File: config.mk
export PLATFORM = sky130hd
export DESIGN_NAME = wb_stage
export DESIGN_NICKNAME = d
export VERILOG_FILES = /design/src/cpu_types_pkg.sv /design/src/wb_bus_pkg.sv /design/src/wb_stage.sv
export SDC_FILE = /design/constraint.sdc
export NUM_CORES = 1
export LEC_CHECK = 0
export BUFFER_PORTS_ARGS = -buffer_cell sky130_fd_sc_hd__buf_2
export CAP_MARGIN = 20
export CORE_AREA = 2 2 172 174
export DETAILED_ROUTE_END_ITERATION = 7
export DIE_AREA = 0 0 174 176
export GPL_TIMING_DRIVEN = 0
export PLACE_DENSITY = 0.47
export REMOVE_ABC_BUFFERS = 1
export SYNTH_ARGS = -nofsm -noshare
export SYNTH_HDL_FRONTEND = slang
export SYNTH_SLANG_ARGS = --single-unit
File: constraint.sdc
create_clock -name clk -period 6.6 [get_ports clk]
set_input_delay 1.98 -clock clk [delete_from_list [all_inputs] [get_ports clk]]
set_output_delay 1.98 -clock clk [all_outputs]
set_load 0.03 [all_outputs]
File: src/cpu_types_pkg.sv
package cpu_types_pkg;

  // base widths of the integer datapath
  localparam int XLEN       = 32;
  localparam int REG_ADDR_W = 5;
  localparam int CSR_ADDR_W = 14;

  // data word carried through the pipe
  typedef logic [XLEN-1:0] word_t;

  // instruction address
  typedef logic [XLEN-1:0] pc_t;

  // general register index
  typedef logic [REG_ADDR_W-1:0] reg_addr_t;

  // csr number as encoded in the csr instructions
  typedef logic [CSR_ADDR_W-1:0] csr_addr_t;

  // general register count, r0 included
  localparam int NUM_REGS = 2 ** REG_ADDR_W;

  // combinational read ports, two per issue slot
  localparam int NUM_RF_READ = 4;

endpackage
File: src/wb_bus_pkg.sv
package wb_bus_pkg;

  import cpu_types_pkg::*;

  // one execute result on its way into writeback
  typedef struct packed {
    // slot holds an instruction
    logic      valid;
    // no exception raised, slot may commit
    logic      ok;
    logic      gr_we;
    reg_addr_t dest;
    word_t     result;
    logic      csr_we;
    csr_addr_t csr_addr;
    word_t     csr_wdata;
    pc_t       pc;
  } ex_wb_slot_t;

  // one register file write port
  typedef struct packed {
    logic      we;
    reg_addr_t addr;
    word_t     data;
  } rf_write_t;

  // bypass bundle seen by execute for one slot
  typedef struct packed {
    logic      valid;
    logic      gr_we;
    reg_addr_t dest;
    word_t     result;
  } fwd_t;

  // bundle widths, handy when packing into wider buses
  localparam int EX_WB_SLOT_W = $bits(ex_wb_slot_t);
  localparam int RF_WRITE_W   = $bits(rf_write_t);
  localparam int FWD_W        = $bits(fwd_t);

endpackage

File: src/wb_stage.sv
module wb_stage
  import cpu_types_pkg::*;
  import wb_bus_pkg::*;
(
  input  logic        clk,
  input  logic        reset,
  input  logic        pair_valid,
  input  ex_wb_slot_t slot1,
  input  ex_wb_slot_t slot2,
  input  logic        nblock,
  output logic        ready,
  output rf_write_t   wr1,
  output rf_write_t   wr2,
  output logic        csr_we,
  output csr_addr_t   csr_addr,
  output word_t       csr_wdata,
  output fwd_t        fwd1,
  output fwd_t        fwd2
);

  logic        accept;
  logic        v1_q;
  logic        v2_q;
  ex_wb_slot_t s1_q;
  ex_wb_slot_t s2_q;
  logic        commit1;
  logic        commit2;
  logic        gr_wr1;
  logic        gr_wr2;
  logic        same_dest;

  // stage drains every cycle, only the external block holds execute back
  assign ready  = nblock;
  assign accept = pair_valid && ready;

  // slot valid bits, a bubble is loaded whenever no pair transfers
  always_ff @(posedge clk) begin
    if (reset) begin
      v1_q <= 1'b0;
      v2_q <= 1'b0;
    end else begin
      v1_q <= accept && slot1.valid;
      v2_q <= accept && slot2.valid;
    end
  end

  // payload of the writeback register
  always_ff @(posedge clk) begin
    if (accept) begin
      s1_q <= slot1;
      s2_q <= slot2;
    end
  end

  // in-order commit: slot2 only follows a committing slot1
  assign commit1 = v1_q && s1_q.ok;
  assign commit2 = commit1 && v2_q && s2_q.ok;

  assign gr_wr1    = commit1 && s1_q.gr_we;
  assign gr_wr2    = commit2 && s2_q.gr_we;
  assign same_dest = (s1_q.dest == s2_q.dest);

  // younger slot wins on a shared destination, so slot1 steps aside
  assign wr1 = '{
    we:   gr_wr1 && !(gr_wr2 && same_dest),
    addr: s1_q.dest,
    data: s1_q.result
  };

  assign wr2 = '{
    we:   gr_wr2,
    addr: s2_q.dest,
    data: s2_q.result
  };

  // one csr write per cycle, slot1 has priority
  always_comb begin
    if (s1_q.csr_we) begin
      csr_we    = commit1;
      csr_addr  = s1_q.csr_addr;
      csr_wdata = s1_q.csr_wdata;
    end else begin
      csr_we    = commit2 && s2_q.csr_we;
      csr_addr  = s2_q.csr_addr;
      csr_wdata = s2_q.csr_wdata;
    end
  end

  // bypass data straight from the writeback register
  assign fwd1 = '{
    valid:  v1_q,
    gr_we:  s1_q.gr_we,
    dest:   s1_q.dest,
    result: s1_q.result
  };

  assign fwd2 = '{
    valid:  v2_q,
    gr_we:  s2_q.gr_we,
    dest:   s2_q.dest,
    result: s2_q.result
  };

  // a slot2 register write needs a valid, clean slot1 accepted one cycle earlier
  a_slot2_after_slot1: assert property (
    @(posedge clk) disable iff (reset)
    wr2.we |-> $past(accept && slot1.valid && slot1.ok)
  ) else $error("slot2 wrote a register without slot1 committing");

endmodule

== Word-level counts from Yosys, hierarchy flattened ==
Index checks and enable logic that the tools add are counted.
Word-level totals
  flip-flop bits (word level): 174
  output and inout port bits: 202
Operators by class
  equality and inequality tests: 1
  mux-type cells: 3
  reduce and logical (&&, ||, !) cells: 12
Operator list (number)
  $mux W32: 1
  $mux W14: 1
  $logic_and A1 B1 Y1: 11
  $eq A5 B5 Y1: 1
  $logic_not A1 Y1: 1
  $mux W1: 1

== Depth between registers and ports, before layout ==
  depth in word-level cells: 7
  depth in mapped cells: 4
  gate-level depth less buffers: 3

== Worst setup path after synthesis ==
Ideal clock, no wire load.
  path kind: input port to flip-flop
  start point: input pair_valid
  end point: register s1_q, in the netlist fwd1[0], enable pin
  setup time: 0.525 ns
  data arrival time: 5.390 ns
  data required time: 6.075 ns
  path slack: 0.685 ns
  stages on the path: 2
  buffers on the path: 0
  cell sequence: nand2_1 -> inv_1
Between the ends
  cells in the longest elaborated chain, start to end: 1
RTL lines
  start, declared: RTL line wb_stage.sv:7  | input logic pair_valid,
  $logic_and A1 B1 Y1: RTL line wb_stage.sv:34  | assign accept = pair_valid && ready;
  end signal, assigned: RTL line wb_stage.sv:50  | s1_q <= slot1;
  end, declared: RTL line wb_stage.sv:24  | ex_wb_slot_t s1_q;
Every way passes these cells.
A chain may end at the register's enable or synchronous reset.

== Worst setup path after layout ==
  start point: input nblock
  end point: output ready
RTL lines
  start, declared: RTL line wb_stage.sv:10  | input logic nblock,
  end, declared: RTL line wb_stage.sv:11  | output logic ready,
No word-level cell between the ends.

==> metrics <==
outcome completed; Yosys reg bits 174; HP Class in2reg; Site Rows 62; drt pass-1 iters 4; Setup TNS Final 0 ns; CP bufs+invs 2; CP dominant cell by count buf_2; Max VDD drop between 0.0001 and 0.00015 V; global-route wire length before repair 23,700 um; post_cts resized 0; io pins between 400 and 500; Critical Path RT around 4.6 ns; RSZ-0062 raised after global routing no; largest net degree at the start of global routing 114; delay of the slowest critical-path stage approximately 0.17 ns; Die H ~180 um; CTS tree yes; DR vias about 3.8k; Pleak 3.81 nW; Initial DRC Count about 170; Critical Path Source Type input port; Max clock buf depth 2; power density over the cells just over 300 nW/um^2; Setup CP Type in2out; Hold Path Depth 1; Yosys Warn Count 0; Layout area overhead 26.5%; post-synthesis sequential area ratio around 73%; starting density of the core roughly a quarter; Final Power approximately 0.0027 W; fill count a little under 3k; Distinct cells, synth 16; met3 global-route usage around 4.3%; min cycle time layout 4.23 ns; Final Hold Vio Count 0; Max Cap Viol 0; Max-slew headroom 55.6%; GP Congestion 0.751; vias in the first global route a little under 4k; # Post-CTS Setup Buffers 0; ordered cell list for the critical path buf_2 -> buf_2; total gr overflow 0; cts hold-fix bufs 0; Top Family by Delay on Critical Path buffers and inverters; Detailed Place HPWL between 10,000 and 15,000 um; Avg Cell Area, Syn around 18 sq um; n_diodes 0; slowest CP cell buf_2; Worst Setup End Kind output pin; crit-path max FO 2; clock slew at reported path FFs 0.08 ns; setup violators final 0; CTS Sinks 174; Critical Path Start nblock; Core Region around 29,000 sq um; DP Worst Slack between 2 and 2.5 ns; initial antenna violation count 1; WHS Endpoint fwd1[31]; share of cells above drive strength 1 70.8%; met1 usage roughly 13%; wire per inst roughly 16 um; Least-Margin Pin Slew 0.666 ns; ANT nets after route 0; period utilisation layout between 60% and 70%; die footprint just over 30,000 sq um; Most Used Layer, Global Route met2; Slew Viols, Final 0; vias per inst about 3.7; Cells after Synth about 400; hold wc startpoint slot1[110]; Post-route DRC 0; Syn Std Cell Area just over 7000 sq um; GR Util met2 between 15 and 20%; gr usage total a little over a tenth; max frequency roughly 240 MHz; clock root buffer clkbuf_16; Port Buffer Count between 300 and 400; Num CTS Buffers 17; depth of the CTS H-tree 4; final WL ~16,000 um; setup slack after layout around 2.4 ns; chip width 174 um; Final Net Count approximately 880; CP Data Arrival Time between 2 and 2.5 ns
## Yosys cell counts (all sizes together)
master | n | area [sq um]
a31oi | 2 | 12.5
buf | 159 | 1210
dfxtp | 2 | 40.0
edfxtp | 172 | 5160
inv | 1 | 3.75
mux2 | 46 | 627
nand2 | 2 | 7.51
nand3 | 2 | 10.0
nor2 | 2 | 7.51
nor3b | 2 | 15.0
nor4 | 1 | 6.26
xnor2 | 2 | 17.5
xor2 | 3 | 26.3
## cell families (layout without fill, tap and decap cells)
logic type,Yosys count,in the layout,share of synthesized area (%)
DFF,174,174,72.9
buffers and inverters,160,417,16.9
muxes,46,46,8.77
and+or+nand+nor,9,9,0.648
xor gates and xnor gates,5,5,0.613
AOI/OAI and AO/OA,2,2,0.175
## per-stage QoR
step                      hold slack, ns  utilization, %  instance area, sq um  cells
after floorplan                     2.06               -                  5940    237
after global placement              2.16            29.1                  8320   1000
after detailed placement            2.16            29.6                  8460   1005
after CTS                           1.69            31.7                  9040   1037
after global routing                1.69            31.7                  9040   1037
final                               1.73            31.7                  9040   1037
## routing by layer
layer / part of all wire, % / vias to the layer above
met4: 0.99 / 2
li1: - / 1762
met2: 50 / 218
met3: 8.9 / 9
met1: 40 / 1804
met5: 0.079 / -
## cells in the final DEF (no fill, tap or decap)
master,netlist,layout
buf_2,1,379
edfxtp_1,172,172
mux2_4,29,29
mux2_2,17,17
clkbuf_16,0,17
buf_16,0,5
clkinv_4,0,4
inv_6,0,4
xor2_1,3,3
inv_8,0,3
clkinv_8,0,3
nand2_1,2,2
nand3_1,2,2
nor2_1,2,2
xnor2_1,2,2
a31oi_1,2,2
nor3b_1,2,2
dfxtp_1,2,2
nor4_1,1,1
clkbuf_1,0,1
clkinvlp_4,0,1
## final cells by class
cell class              count  area [sq um]  share of cell area, %
multi-input cells          62           729                   8.07
repair buffers            384          2030                   22.5
inverters                   1          11.3                  0.125
flip-flops and latches    174          5200                   57.6
well taps                 384           480                   5.32
clock buffers              18           429                   4.75
clock inverters            14           149                   1.65
## sequential cells by signal (all words and copies together), names as in the netlist
| signal | count |
|---|---|
| s1_q | 48 |
| s2_q | 48 |
| fwd1 | 38 |
| fwd2 | 38 |
| v1_q | 1 |
| v2_q | 1 |
## report_power, final
part / total (W) / switching [W] / internal (W) / leakage [nW]
clock network: 0.000988 / 0.000483 / 0.000505 / 0.278
logic: 0.000413 / 0.000271 / 0.000142 / 1.90
registers: 0.00133 / 0.0000316 / 0.00130 / 1.63
## worst max-delay path by stage
stage              endpoint  slack, ns  depth (start not counted)
2_1_floorplan       fwd1[0]       0.68                          2
3_3_place_gp       fwd1[12]      -1.05                          3
3_5_place_dp          ready       2.37                          2
4_1_cts        csr_wdata[3]       2.30                          5
5_1_grt        csr_wdata[3]       2.26                          5
6_report              ready       2.37                          2
(Power assumes the default switching activity.)
