[src/cpu_types_pkg.sv]
package cpu_types_pkg;

  // base widths of the integer datapath
  localparam int XLEN       = 32;
  localparam int REG_ADDR_W = 5;
  localparam int CSR_ADDR_W = 14;

  // data word carried through the pipe
  typedef logic [XLEN-1:0] word_t;

  // instruction address
  typedef logic [XLEN-1:0] pc_t;

  // general register index
  typedef logic [REG_ADDR_W-1:0] reg_addr_t;

  // csr number as encoded in the csr instructions
  typedef logic [CSR_ADDR_W-1:0] csr_addr_t;

  // general register count, r0 included
  localparam int NUM_REGS = 2 ** REG_ADDR_W;

  // combinational read ports, two per issue slot
  localparam int NUM_RF_READ = 4;

endpackage
[src/csr_file.sv]
module csr_file
  import cpu_types_pkg::*;
#(
  parameter int CSR_COUNT = 8
) (
  input  logic      clk,
  input  logic      reset,
  input  logic      we,
  input  csr_addr_t waddr,
  input  word_t     wdata,
  input  csr_addr_t raddr,
  output word_t     rdata
);

  // four fixed csrs, the rest are save registers
  localparam int NUM_SAVE = CSR_COUNT - 4;

  localparam csr_addr_t CSR_CRMD  = 14'h000;
  localparam csr_addr_t CSR_PRMD  = 14'h001;
  localparam csr_addr_t CSR_ESTAT = 14'h005;
  localparam csr_addr_t CSR_ERA   = 14'h006;
  localparam csr_addr_t SAVE_BASE = 14'h030;

  word_t      crmd_q;
  word_t      prmd_q;
  word_t      era_q;
  // software interrupt bits only
  logic [1:0] estat_is_q;
  word_t      save_q [NUM_SAVE];

  always_ff @(posedge clk) begin
    if (reset) begin
      crmd_q     <= '0;
      prmd_q     <= '0;
      era_q      <= '0;
      estat_is_q <= '0;
      for (int i = 0; i < NUM_SAVE; i++) begin
        save_q[i] <= '0;
      end
    end else if (we) begin
      case (waddr)
        CSR_CRMD:  crmd_q     <= wdata;
        CSR_PRMD:  prmd_q     <= wdata;
        CSR_ESTAT: estat_is_q <= wdata[1:0];
        CSR_ERA:   era_q      <= wdata;
        default: begin
          // unknown addresses match nothing and fall away
          for (int i = 0; i < NUM_SAVE; i++) begin
            if (waddr == SAVE_BASE + csr_addr_t'(i)) begin
              save_q[i] <= wdata;
            end
          end
        end
      endcase
    end
  end

  always_comb begin
    rdata = '0;
    case (raddr)
      CSR_CRMD:  rdata = crmd_q;
      CSR_PRMD:  rdata = prmd_q;
      CSR_ESTAT: rdata = {30'b0, estat_is_q};
      CSR_ERA:   rdata = era_q;
      default: begin
        for (int i = 0; i < NUM_SAVE; i++) begin
          if (raddr == SAVE_BASE + csr_addr_t'(i)) begin
            rdata = save_q[i];
          end
        end
      end
    endcase
  end

endmodule

[config.mk]
export PLATFORM = sky130hd
export DESIGN_NAME = csr_file
export DESIGN_NICKNAME = d
export VERILOG_FILES = /design/src/cpu_types_pkg.sv /design/src/csr_file.sv
export SDC_FILE = /design/constraint.sdc
export NUM_CORES = 1
export LEC_CHECK = 0
export ABC_AREA = 1
export BUFFER_PORTS_ARGS = -buffer_cell sky130_fd_sc_hd__buf_2
export CORE_MARGIN = 1.5
export CORE_UTILIZATION = 50
export DETAILED_ROUTE_END_ITERATION = 8
export GPL_TIMING_DRIVEN = 0
export HOLD_SLACK_MARGIN = 0.15
export PLACE_DENSITY_LB_ADDON = 0.3
export SETUP_SLACK_MARGIN = 0.1
export SYNTH_ARGS = -nofsm -noshare
export SYNTH_HDL_FRONTEND = slang
export SYNTH_SLANG_ARGS = --single-unit
[constraint.sdc]
create_clock -name clk -period 4.7 [get_ports clk]
set_input_delay 0.94 -clock clk [delete_from_list [all_inputs] [get_ports clk]]
set_output_delay 0.94 -clock clk [all_outputs]
set_load 0.02 [all_outputs]
; ---- After elaboration in Yosys (flattened, before gate mapping)
; Memories as Yosys holds them, arrays and structs flattened.
; Cells that the tools add are included.
[totals]
reg_bits = 98
word_cells = 61
mem_bits_rw = 128
memories = 1
input_bits = 63
output_inout_bits = 32
[memory_table]
columns = memory, words, width, rd, rd_ports_with_merged_regs, write_ports, line
row1 = save_q, 4, 32, 4, 0, 4, csr_file.sv:29  ; word_t save_q [NUM_SAVE];
[classes]
n_bitwise = 4
reduce_logical = 7
n_eq_ne = 14
n_mux = 31
[ops]
columns = operator, n
row1 = two-way mux 32 bit, 8
row2 = case mux 32 bit (4 select lines), 1
row3 = "== test 14 x 6 -> 1 bit, second input constant", 8
row4 = "== test 14 x 3 -> 1 bit, second input constant", 4
row5 = "== test 14 x 1 -> 1 bit, second input constant", 2
row6 = logical NOT 14 bit, 2
row7 = two-way mux 1 bit, 22
row8 = AND reduction 2 bit, 4
row9 = bitwise OR 1 bit, 4
row10 = OR reduction 4 bit, 1

; ---- Longest topological paths before layout
; Gate-level depths: netlist of the first run.
[depth]
ltp_word = 7
ltp_mapped = 11
ltp_nobuf = 10

; ---- Worst setup path after synthesis of the first run
; No wires, ideal clock.
[synth_timing]
path_type = input to register
startpoint = in waddr[11]
endpoint = mem save_q[1][0] in the netlist's numbering (enable)
required_ns = 4.234
setup_ns = 0.466
arrival_ns = 3.831
slack_ns = 0.403
n_path_buf = 1
cell_stages = 6
path_cell_list = nor2_1 > nand3_1 > inv_1 > buf_2 > nand3_1 > o21ai_0
[synth_lines]
columns = element, line
row1 = "start, declared", csr_file.sv:9  ; input csr_addr_t waddr,
row2 = "end, declared", csr_file.sv:29

; ---- Worst setup path in the final report of the first run
[layout_timing]
startpoint = in raddr[1]
endpoint = out rdata[14]
[layout_via]
elab_chain_cells = 6
elab_cells_between_ends = 13
classes_between = eq/ne: 7 / mux: 5 / reduce/logical: 1
[layout_rtl]
columns = element, line
row1 = "start, declared", csr_file.sv:11  ; input csr_addr_t raddr,
row2 = == test 14 x 6 -> 1 bit, csr_file.sv:67  ; if (raddr == SAVE_BASE + csr_addr_t'(i)) begin
row3 = two-way mux 32 bit (4 in a row), csr_file.sv:67
row4 = case mux 32 bit (4 select lines) (*), csr_file.sv:60  ; case (raddr)
row5 = "end, declared", csr_file.sv:12  ; output word_t rdata
; Every way passes the cells marked *; elsewhere a longest branch is shown, timed or not.

==> qor.csv, run 1 <==
metric,value,unit
residual DRC count,0,
switching power,0.893,mW
MaxCap Viol Count,0,
outcome,completed,
setup bufs post-CTS,0,
number of antenna violations at the first check in global routing,0,
"Distinct cells, synth",24,
port buffer count,91,
first-pass iteration count of the detailed router,5,
post-route clock period utilization,0.845,
endpoint kind of the worst setup timing path,primary output,
Internal Power,3.25,mW
clock insertion delay at the later pin of the skew report,0.50,ns
headroom to the max-slew limit,0.434,
total global routing track utilization,0.276,
Buf/Inv on CP,4,
origin of the critical flop-to-flop path,prmd_q[25]$_SDFFE_PP0P_,
Via density,5.44,
net count reported at finish,1569,
P_leak,5.11,nW
Sink Count,226,
first-pass GRT wire length,47700,um
via count of the first global-routing pass,8868,
share of final-layout standard cells stronger than drive strength 1,0.110,
TritonCTS clock tree,built,
post-cts gate resize count,0,
fraction of power consumed by combinational cells,0.044,
peak clock frequency supported by timing,252,MHz
chip height,151,um
number of fill cells in the layout,1888,
via count of the routed design,9766,
start-to-end type of the worst setup path,primary input to primary output,
buffer depth of the longest clock path,3,
kind of cell adding the most delay to the critical path,buffers and inverters,
worst supply voltage drop on vdd,0.305,mV
core region area,21200,um2
wire length after detailed routing,30700,um
dominant combinational cell family by area after synthesis,simple AND/OR/NAND/NOR gates,
HPWL after detailed placement,22600,um
cell with the largest stage delay on the worst path,sky130_fd_sc_hd__clkbuf_1,
maximum level of the CTS H-tree,1,
register area,5810,um2
Synth Area per Inst,7.87,um2
clock slew seen by the registers of the worst setup and hold paths,0.06,ns
diode count,0,
RSZ-0062 raised after global routing,false,
clock period minus final worst setup slack,3.97,ns
Post-CTS Hold Buffers,0,
most numerous cell on the critical path,sky130_fd_sc_hd__nand2_1,
Routed wire per std cell,17.1,um
Root Buffer,sky130_fd_sc_hd__clkbuf_16,
sequential cell area fraction in the yosys report,0.532,
min-delay src,crmd_q[0]$_SDFFE_PP0P_,
Seq pwr share,0.520,
Mapped Area,10900,um2
Synth Area in Simple Gates,0.272,
syn_nets,1449,
Worst Path Max Fanout,10,
pin count of the biggest net entering global routing,33,
total clock buffers created by CTS,23,
Final Hold Fails,0,
Worst Setup SP,raddr[1],
Synth Area in XOR/XNOR,0,
warning count from the yosys run,0,
pins over their slew limit,0,
Least-Margin Pin Slew,0.849,ns
required time of the critical path,3.76,ns
Net Sw Frac,0.216,
final global-route overflow total,0,
setup TNS,0,ns
CP Launch Type,primary input,
final setup violation count,0,
arrival time at the worst endpoint,3.03,ns
CP cell instances,"buf_2, inv_2, nand2_1, nor3_4, nand2_1, clkbuf_1, nor2_1, nor3_1, nand2_1, buf_2",
Gate Count Post-Synth,1386,
Power Total,4.14,mW
violation count after the first detailed-route iteration,1035,
Initial Util,0.514,
number of placed I/O pins,95,
Layout Area Growth over Synthesis,15.0,%
final weighted congestion in routability-driven placement,0.931,
classification of the worst-slack hold path,register to register,
"antenna viol nets, final",0,
CP max stage delay,0.66,ns
power per standard cell area,330,nW/um2
Clock Skews,0,ns
mux cell area share after synthesis,0,
horizontal die dimension,151,um
post-synthesis register bit count,226,
Placement Rows,53,
die area,22700,um2
area fraction in compound gates after synthesis,0.0998,
adder-cell share of the synthesized area,0,
Multi-input gate area,4090,um2
Clk pwr share,0.436,
==> per-layer routing <==
metal,vias to the layer above,share of wire,GRT usage
met4,0,0.026,0.0908
met3,62,0.094,0.0318
met5,-,0,0
li1,4741,-,-
met2,500,0.46,0.439
met1,4463,0.42,0.391
==> flip-flops by register name, indices dropped and copies added, names as in the netlist <==
name / count
save_q: 128
prmd_q: 32
estat_is_q: 2
era_q: 32
crmd_q: 32
==> logic make-up after synthesis <==
kind of cell | Yosys count
flops | 226
compound gates | 188
buf+inv | 268
simple gates | 704
==> through the flow <==
| step | setup slack [ns] | hold WS (ns) | area, um2 | std cells | utilization |
|---|---|---|---|---|---|
| after floorplan | 0.403 | 0.424 | 10900 | 1386 | - |
| after global placement | -1.18 | 0.438 | 11700 | 1752 | 0.552 |
| after detailed placement | 0.830 | 0.438 | 11800 | 1755 | 0.556 |
| after CTS | 0.823 | 0.448 | 12500 | 1795 | 0.590 |
| after global routing | 0.641 | 0.469 | 12500 | 1796 | 0.591 |
| final | 0.728 | 0.452 | 12500 | 1796 | 0.591 |
==> tightest hold or removal path, stage by stage (launching register included) <==
cell	delay (ns)
sky130_fd_sc_hd__dfxtp_1	0.31
sky130_fd_sc_hd__inv_1	0.05
sky130_fd_sc_hd__a21oi_1	0.05
==> power groups by stage <==
stage	Sequential [mW]	Clock, mW	Combinational (mW)
6_report	2.15	1.80	0.183
5_1_grt	2.16	1.89	0.199
4_1_cts	2.15	1.81	0.177
3_5_place_dp	2.20	0	0.176
3_3_place_gp	2.20	0	0.166
2_1_floorplan	2.19	0	0.0853
==> worst paths after layout <==
kind,cells past startpoint,to,slack (ns)
max,10,rdata[14],0.73
min,2,crmd_q[0]$_SDFFE_PP0P_,0.45
max reg2reg,4,prmd_q[25]$_SDFFE_PP0P_,4.03
min reg2reg,2,crmd_q[0]$_SDFFE_PP0P_,0.45
==> area by class of cell <==
class	count	area share
multi-input cells	892	0.326
well taps	275	0.0274
clock inverters	11	0.0102
repair buffers	95	0.0429
inverters	174	0.0521
plain buffers	94	0.0313
flip-flops and latches	226	0.463
clock buffers	29	0.0477
==> cell usage after synthesis (all sizes together) <==
| cell | number | area, um2 |
|---|---|---|
| or2 | 1 | 6.26 |
| dfxtp | 98 | 1960 |
| clkbuf | 60 | 225 |
| nand3b | 32 | 240 |
| nand2 | 251 | 942 |
| nand3 | 52 | 260 |
| buf | 34 | 168 |
| edfxtp | 128 | 3840 |
| clkinv | 1 | 3.75 |
| a21oi | 66 | 330 |
| nor2 | 320 | 1220 |
| nand4 | 35 | 219 |
| inv | 173 | 649 |
| o22ai | 22 | 138 |
| o2111ai | 32 | 280 |
| o21ai | 68 | 340 |
| nor3 | 13 | 86.3 |
==> cell usage in the layout (no fill, tap or decap), types with 2 or more instances in the layout <==
cell / instances
sky130_fd_sc_hd__edfxtp_1: 128
sky130_fd_sc_hd__a21oi_1: 66
sky130_fd_sc_hd__nor2_2: 3
sky130_fd_sc_hd__nor3_2: 2
sky130_fd_sc_hd__o21ai_0: 44
sky130_fd_sc_hd__nand3b_1: 32
sky130_fd_sc_hd__clkinv_1: 6
sky130_fd_sc_hd__bufinv_16: 3
sky130_fd_sc_hd__buf_2: 123
sky130_fd_sc_hd__o21ai_1: 21
sky130_fd_sc_hd__nand4_1: 35
sky130_fd_sc_hd__o21ai_4: 2
sky130_fd_sc_hd__nor2_1: 316
sky130_fd_sc_hd__clkbuf_16: 23
sky130_fd_sc_hd__buf_12: 2
sky130_fd_sc_hd__nand3_1: 52
sky130_fd_sc_hd__inv_1: 172
sky130_fd_sc_hd__nor3_1: 10
sky130_fd_sc_hd__clkbuf_1: 66
sky130_fd_sc_hd__buf_1: 2
sky130_fd_sc_hd__nand2_1: 251
sky130_fd_sc_hd__o22ai_1: 22
sky130_fd_sc_hd__dfxtp_1: 98
sky130_fd_sc_hd__o2111ai_1: 32
Note: power is estimated with default switching activity, not from simulation.
==> run 2: changes to the inputs <==
--- a/config.mk
+++ b/config.mk
@@ -5,7 +5,7 @@
 export SDC_FILE = /design/constraint.sdc
 export NUM_CORES = 1
 export LEC_CHECK = 0
-export ABC_AREA = 1
+export ABC_AREA = 0
 export BUFFER_PORTS_ARGS = -buffer_cell sky130_fd_sc_hd__buf_2
 export CORE_MARGIN = 1.5
 export CORE_UTILIZATION = 50
==> constraint.sdc (replaced) <==
create_clock -name clk -period 3.45 [get_ports clk]
set_input_delay 0.69 -clock clk [delete_from_list [all_inputs] [get_ports clk]]
set_output_delay 0.69 -clock clk [all_outputs]
set_load 0.02 [all_outputs]
==> run 2 against run 1 <==
  * Worst hold slack improved by 0.00076 ns
  * Power increased by 39%
  * Sequential share of layout area increased by 2.3 points
  * Via count decreased by 22%
  * Non-clock buffer count decreased by 24
  * Combinational power increased by 77%
  * Largest cell class unchanged
==> qor.csv, run 2 <==
metric,value,unit,change
start-to-end type of the worst setup path,primary input to primary output,,unchanged
top register by number of flip-flops,save_q,,unchanged
violation count after the first detailed-route iteration,725,,was 1035
Worst Path Max Fanout,10,,unchanged
Root Buffer,sky130_fd_sc_hd__clkbuf_16,,unchanged
wire length after detailed routing,27000,um,was 30700 um
net count reported at finish,1107,,was 1569
MaxCap Viol Count,0,,unchanged
final weighted congestion in routability-driven placement,0.876,,was 0.931
peak clock frequency supported by timing,303,MHz,
PnR worst setup slack,0.153,ns,was 0.728 ns
most frequent cell after synthesis,sky130_fd_sc_hd__and2_1,,was sky130_fd_sc_hd__nor2_1
min-delay src,prmd_q[10]$_SDFFE_PP0P_,,was crmd_q[0]$_SDFFE_PP0P_
highest-count cells in the layout ignoring fill and taps,"sky130_fd_sc_hd__and2_1, sky130_fd_sc_hd__nor2_1, sky130_fd_sc_hd__edfxtp_1",,"was sky130_fd_sc_hd__nor2_1, sky130_fd_sc_hd__nand2_1, sky130_fd_sc_hd__inv_1"
fraction of met1 tracks used by global routing,0.352,,was 0.391
number of placed I/O pins,95,,unchanged
classification of the worst-slack hold path,register to register,,unchanged
library cell occupying the most area in the post-synthesis netlist,sky130_fd_sc_hd__edfxtp_1,,unchanged
syn_nets,984,,was 1449
Inst Count DP,1283,,was 1755
chip height,146,um,was 151 um
RSZ-0062 raised after global routing,true,,was false
synth top area cells,"sky130_fd_sc_hd__edfxtp_1, sky130_fd_sc_hd__dfxtp_1, sky130_fd_sc_hd__mux2i_1",,"was sky130_fd_sc_hd__edfxtp_1, sky130_fd_sc_hd__dfxtp_1, sky130_fd_sc_hd__nor2_1"
async set-or-reset flop fraction in the synthesized netlist,0,,unchanged
port buffer count,92,,was 91
Mapped Area,10200,um2,was 10900 um2
Most used DFF post-synth,sky130_fd_sc_hd__edfxtp_1,,unchanged
most instantiated cells after synthesis,"sky130_fd_sc_hd__and2_1, sky130_fd_sc_hd__nor2_1, sky130_fd_sc_hd__edfxtp_1",,"was sky130_fd_sc_hd__nor2_1, sky130_fd_sc_hd__nand2_1, sky130_fd_sc_hd__inv_1"
Routed wire per std cell,20.4,um,was 17.1 um
P_leak,4.55,nW,was 5.11 nW
outcome,completed,,unchanged
Layout Area Growth over Synthesis,17.6,%,was 15.0%
Least-Margin Pin Slew,0.786,ns,was 0.849 ns
endpoint kind of the worst setup timing path,primary output,,unchanged
required time of the critical path,2.76,ns,was 3.76 ns
Placement Rows,51,,was 53
die area,21200,um2,was 22700 um2
number of enable flip-flop cells after synthesis,128,,unchanged
clock period minus final worst setup slack,3.30,ns,
TritonCTS clock tree,built,,unchanged
Clock Skews,0,ns,unchanged
arrival time at the worst endpoint,2.61,ns,was 3.03 ns
core region area,19700,um2,was 21200 um2
number of antenna violations at the first check in global routing,1,,was 0
maximum level of the CTS H-tree,1,,unchanged
share of final-layout standard cells stronger than drive strength 1,0.207,,was 0.110
sequential cell area fraction in the yosys report,0.571,,was 0.532
CP Launch Type,primary input,,unchanged
clock insertion delay at the later pin of the skew report,0.51,ns,was 0.50 ns
"Distinct cells, synth",34,,was 24
horizontal die dimension,146,um,was 151 um
setup bufs post-CTS,0,,unchanged
via count of the routed design,7595,,was 9766
HPWL after detailed placement,18000,um,was 22600 um
worst supply voltage drop on vdd,0.389,mV,was 0.305 mV
residual DRC count,0,,unchanged
"flip-flop count of the largest register, all copies and words added",128,,unchanged
Via density,5.72,,was 5.44
Synth Area per Inst,11.0,um2,was 7.87 um2
pin count of the biggest net entering global routing,23,,was 33
Sink Count,226,,unchanged
buffer depth of the longest clock path,3,,unchanged
final global-route overflow total,0,,unchanged
Final Hold Fails,0,,unchanged
first-pass iteration count of the detailed router,5,,unchanged
via count of the first global-routing pass,7505,,was 8868
Gate Count Post-Synth,921,,was 1386
total global routing track utilization,0.255,,was 0.276
headroom to the max-slew limit,0.476,,was 0.434
met2 track demand over resource,0.408,,was 0.439
"Most Used Layer, Global Route",met2,,unchanged
"antenna viol nets, final",0,,unchanged
post-route clock period utilization,0.956,,
share of the synthesized area in the top cell type,0.378,,was 0.352
first-pass GRT wire length,41700,um,was 47700 um
Post-CTS Hold Buffers,0,,unchanged
Setup Slack @ Placement,-0.147,ns,was 0.830 ns
origin of the critical flop-to-flop path,prmd_q[20]$_SDFFE_PP0P_,,was prmd_q[25]$_SDFFE_PP0P_
power per standard cell area,480,nW/um2,was 330 nW/um2
clock slew seen by the registers of the worst setup and hold paths,0.06,ns,about the same
final setup violation count,0,,unchanged
"most common cell after layout, fill and taps aside",sky130_fd_sc_hd__and2_1,,was sky130_fd_sc_hd__nor2_1
warning count from the yosys run,0,,unchanged
Initial Util,0.516,,was 0.514
post-synthesis register bit count,226,,unchanged
Worst Setup SP,raddr[9],,was raddr[1]
total clock buffers created by CTS,24,,was 23
worst-case register-to-register setup slack,2.79,ns,was 4.03 ns
"Cell Count, Final, Fillers Out",1328,,was 1796
pins over their slew limit,0,,unchanged
grt met3 use,0.0411,,was 0.0318
run 2: cell types whose count changed after synthesis, moves of 32 or more:
cell / delta
sky130_fd_sc_hd__o2111ai_1: -32
sky130_fd_sc_hd__mux2i_1: +98
sky130_fd_sc_hd__and2_1: +130
sky130_fd_sc_hd__o21ai_0: -42
sky130_fd_sc_hd__nand2_1: -182
sky130_fd_sc_hd__nor2_1: -187
sky130_fd_sc_hd__nand3b_1: -32
sky130_fd_sc_hd__nand3_1: -50
sky130_fd_sc_hd__inv_1: -171
run 2: what timing repair did:
action / CTS / global route
hold endpoints to repair: 0 / 0
setup endpoints to repair: 30 / 30
gates resized for setup: 5 / 22
run 2: layer usage:
layer	wire length, um	vias up
li1	-	3523
met5	0	-
met4	759	0
met3	2010	68
met2	12500	308
met1	11800	3696
run 2: final cells by class:
type,count,area (um2)
well taps,265,332
clock buffers,40,742
diodes,1,2.50
repair buffers,97,583
flip-flops and latches,226,5810
inverters,1,3.75
fillers,1577,7760
plain buffers,68,327
multi-input cells,626,4140
clock inverters,4,20.0
run 2: logic make-up after synthesis:
group,share of synthesized area
multiplexers,0.134
buffers and inverters,0.0308
flip-flops,0.571
AO/OA/AOI/OAI,0.0812
AND/OR/NAND/NOR,0.183
run 2: path summary, 6_finish.rpt:
check / to / depth (start not counted)
worst max-delay path: rdata[31] / 6
worst min-delay path: prmd_q[10]$_SDFFE_PP0P_ / 2
worst max register to register: prmd_q[20]$_SDFFE_PP0P_ / 2
worst min register to register: prmd_q[10]$_SDFFE_PP0P_ / 2
run 2: where the power goes:
part / internal, mW / switching, mW
clock: 1.46 / 1.02
combinational: 0.112 / 0.212
sequential: 2.91 / 0.0199
run 2: stage by stage:
| stage | power (mW) | setup TNS [ns] | instance area, um2 | utilization | hold slack [ns] |
|---|---|---|---|---|---|
| 2_1_floorplan | 3.14 | -66.68 | 10200 | - | 0.432 |
| 3_3_place_gp | 3.29 | -322.22 | 11000 | 0.556 | 0.437 |
| 3_5_place_dp | 3.31 | -0.760 | 11100 | 0.565 | 0.445 |
| 4_1_cts | 5.75 | 0 | 11900 | 0.605 | 0.452 |
| 5_1_grt | 5.89 | 0 | 12000 | 0.606 | 0.463 |
| 6_report | 5.73 | 0 | 12000 | 0.606 | 0.452 |
run 2: critical path, cell delays in order:
cell and delay, ns:
sky130_fd_sc_hd__buf_2 0.10, sky130_fd_sc_hd__nor4_2 0.47, sky130_fd_sc_hd__nand4_1 0.29, sky130_fd_sc_hd__clkbuf_2 0.35, sky130_fd_sc_hd__o32ai_1 0.46, sky130_fd_sc_hd__buf_2 0.24
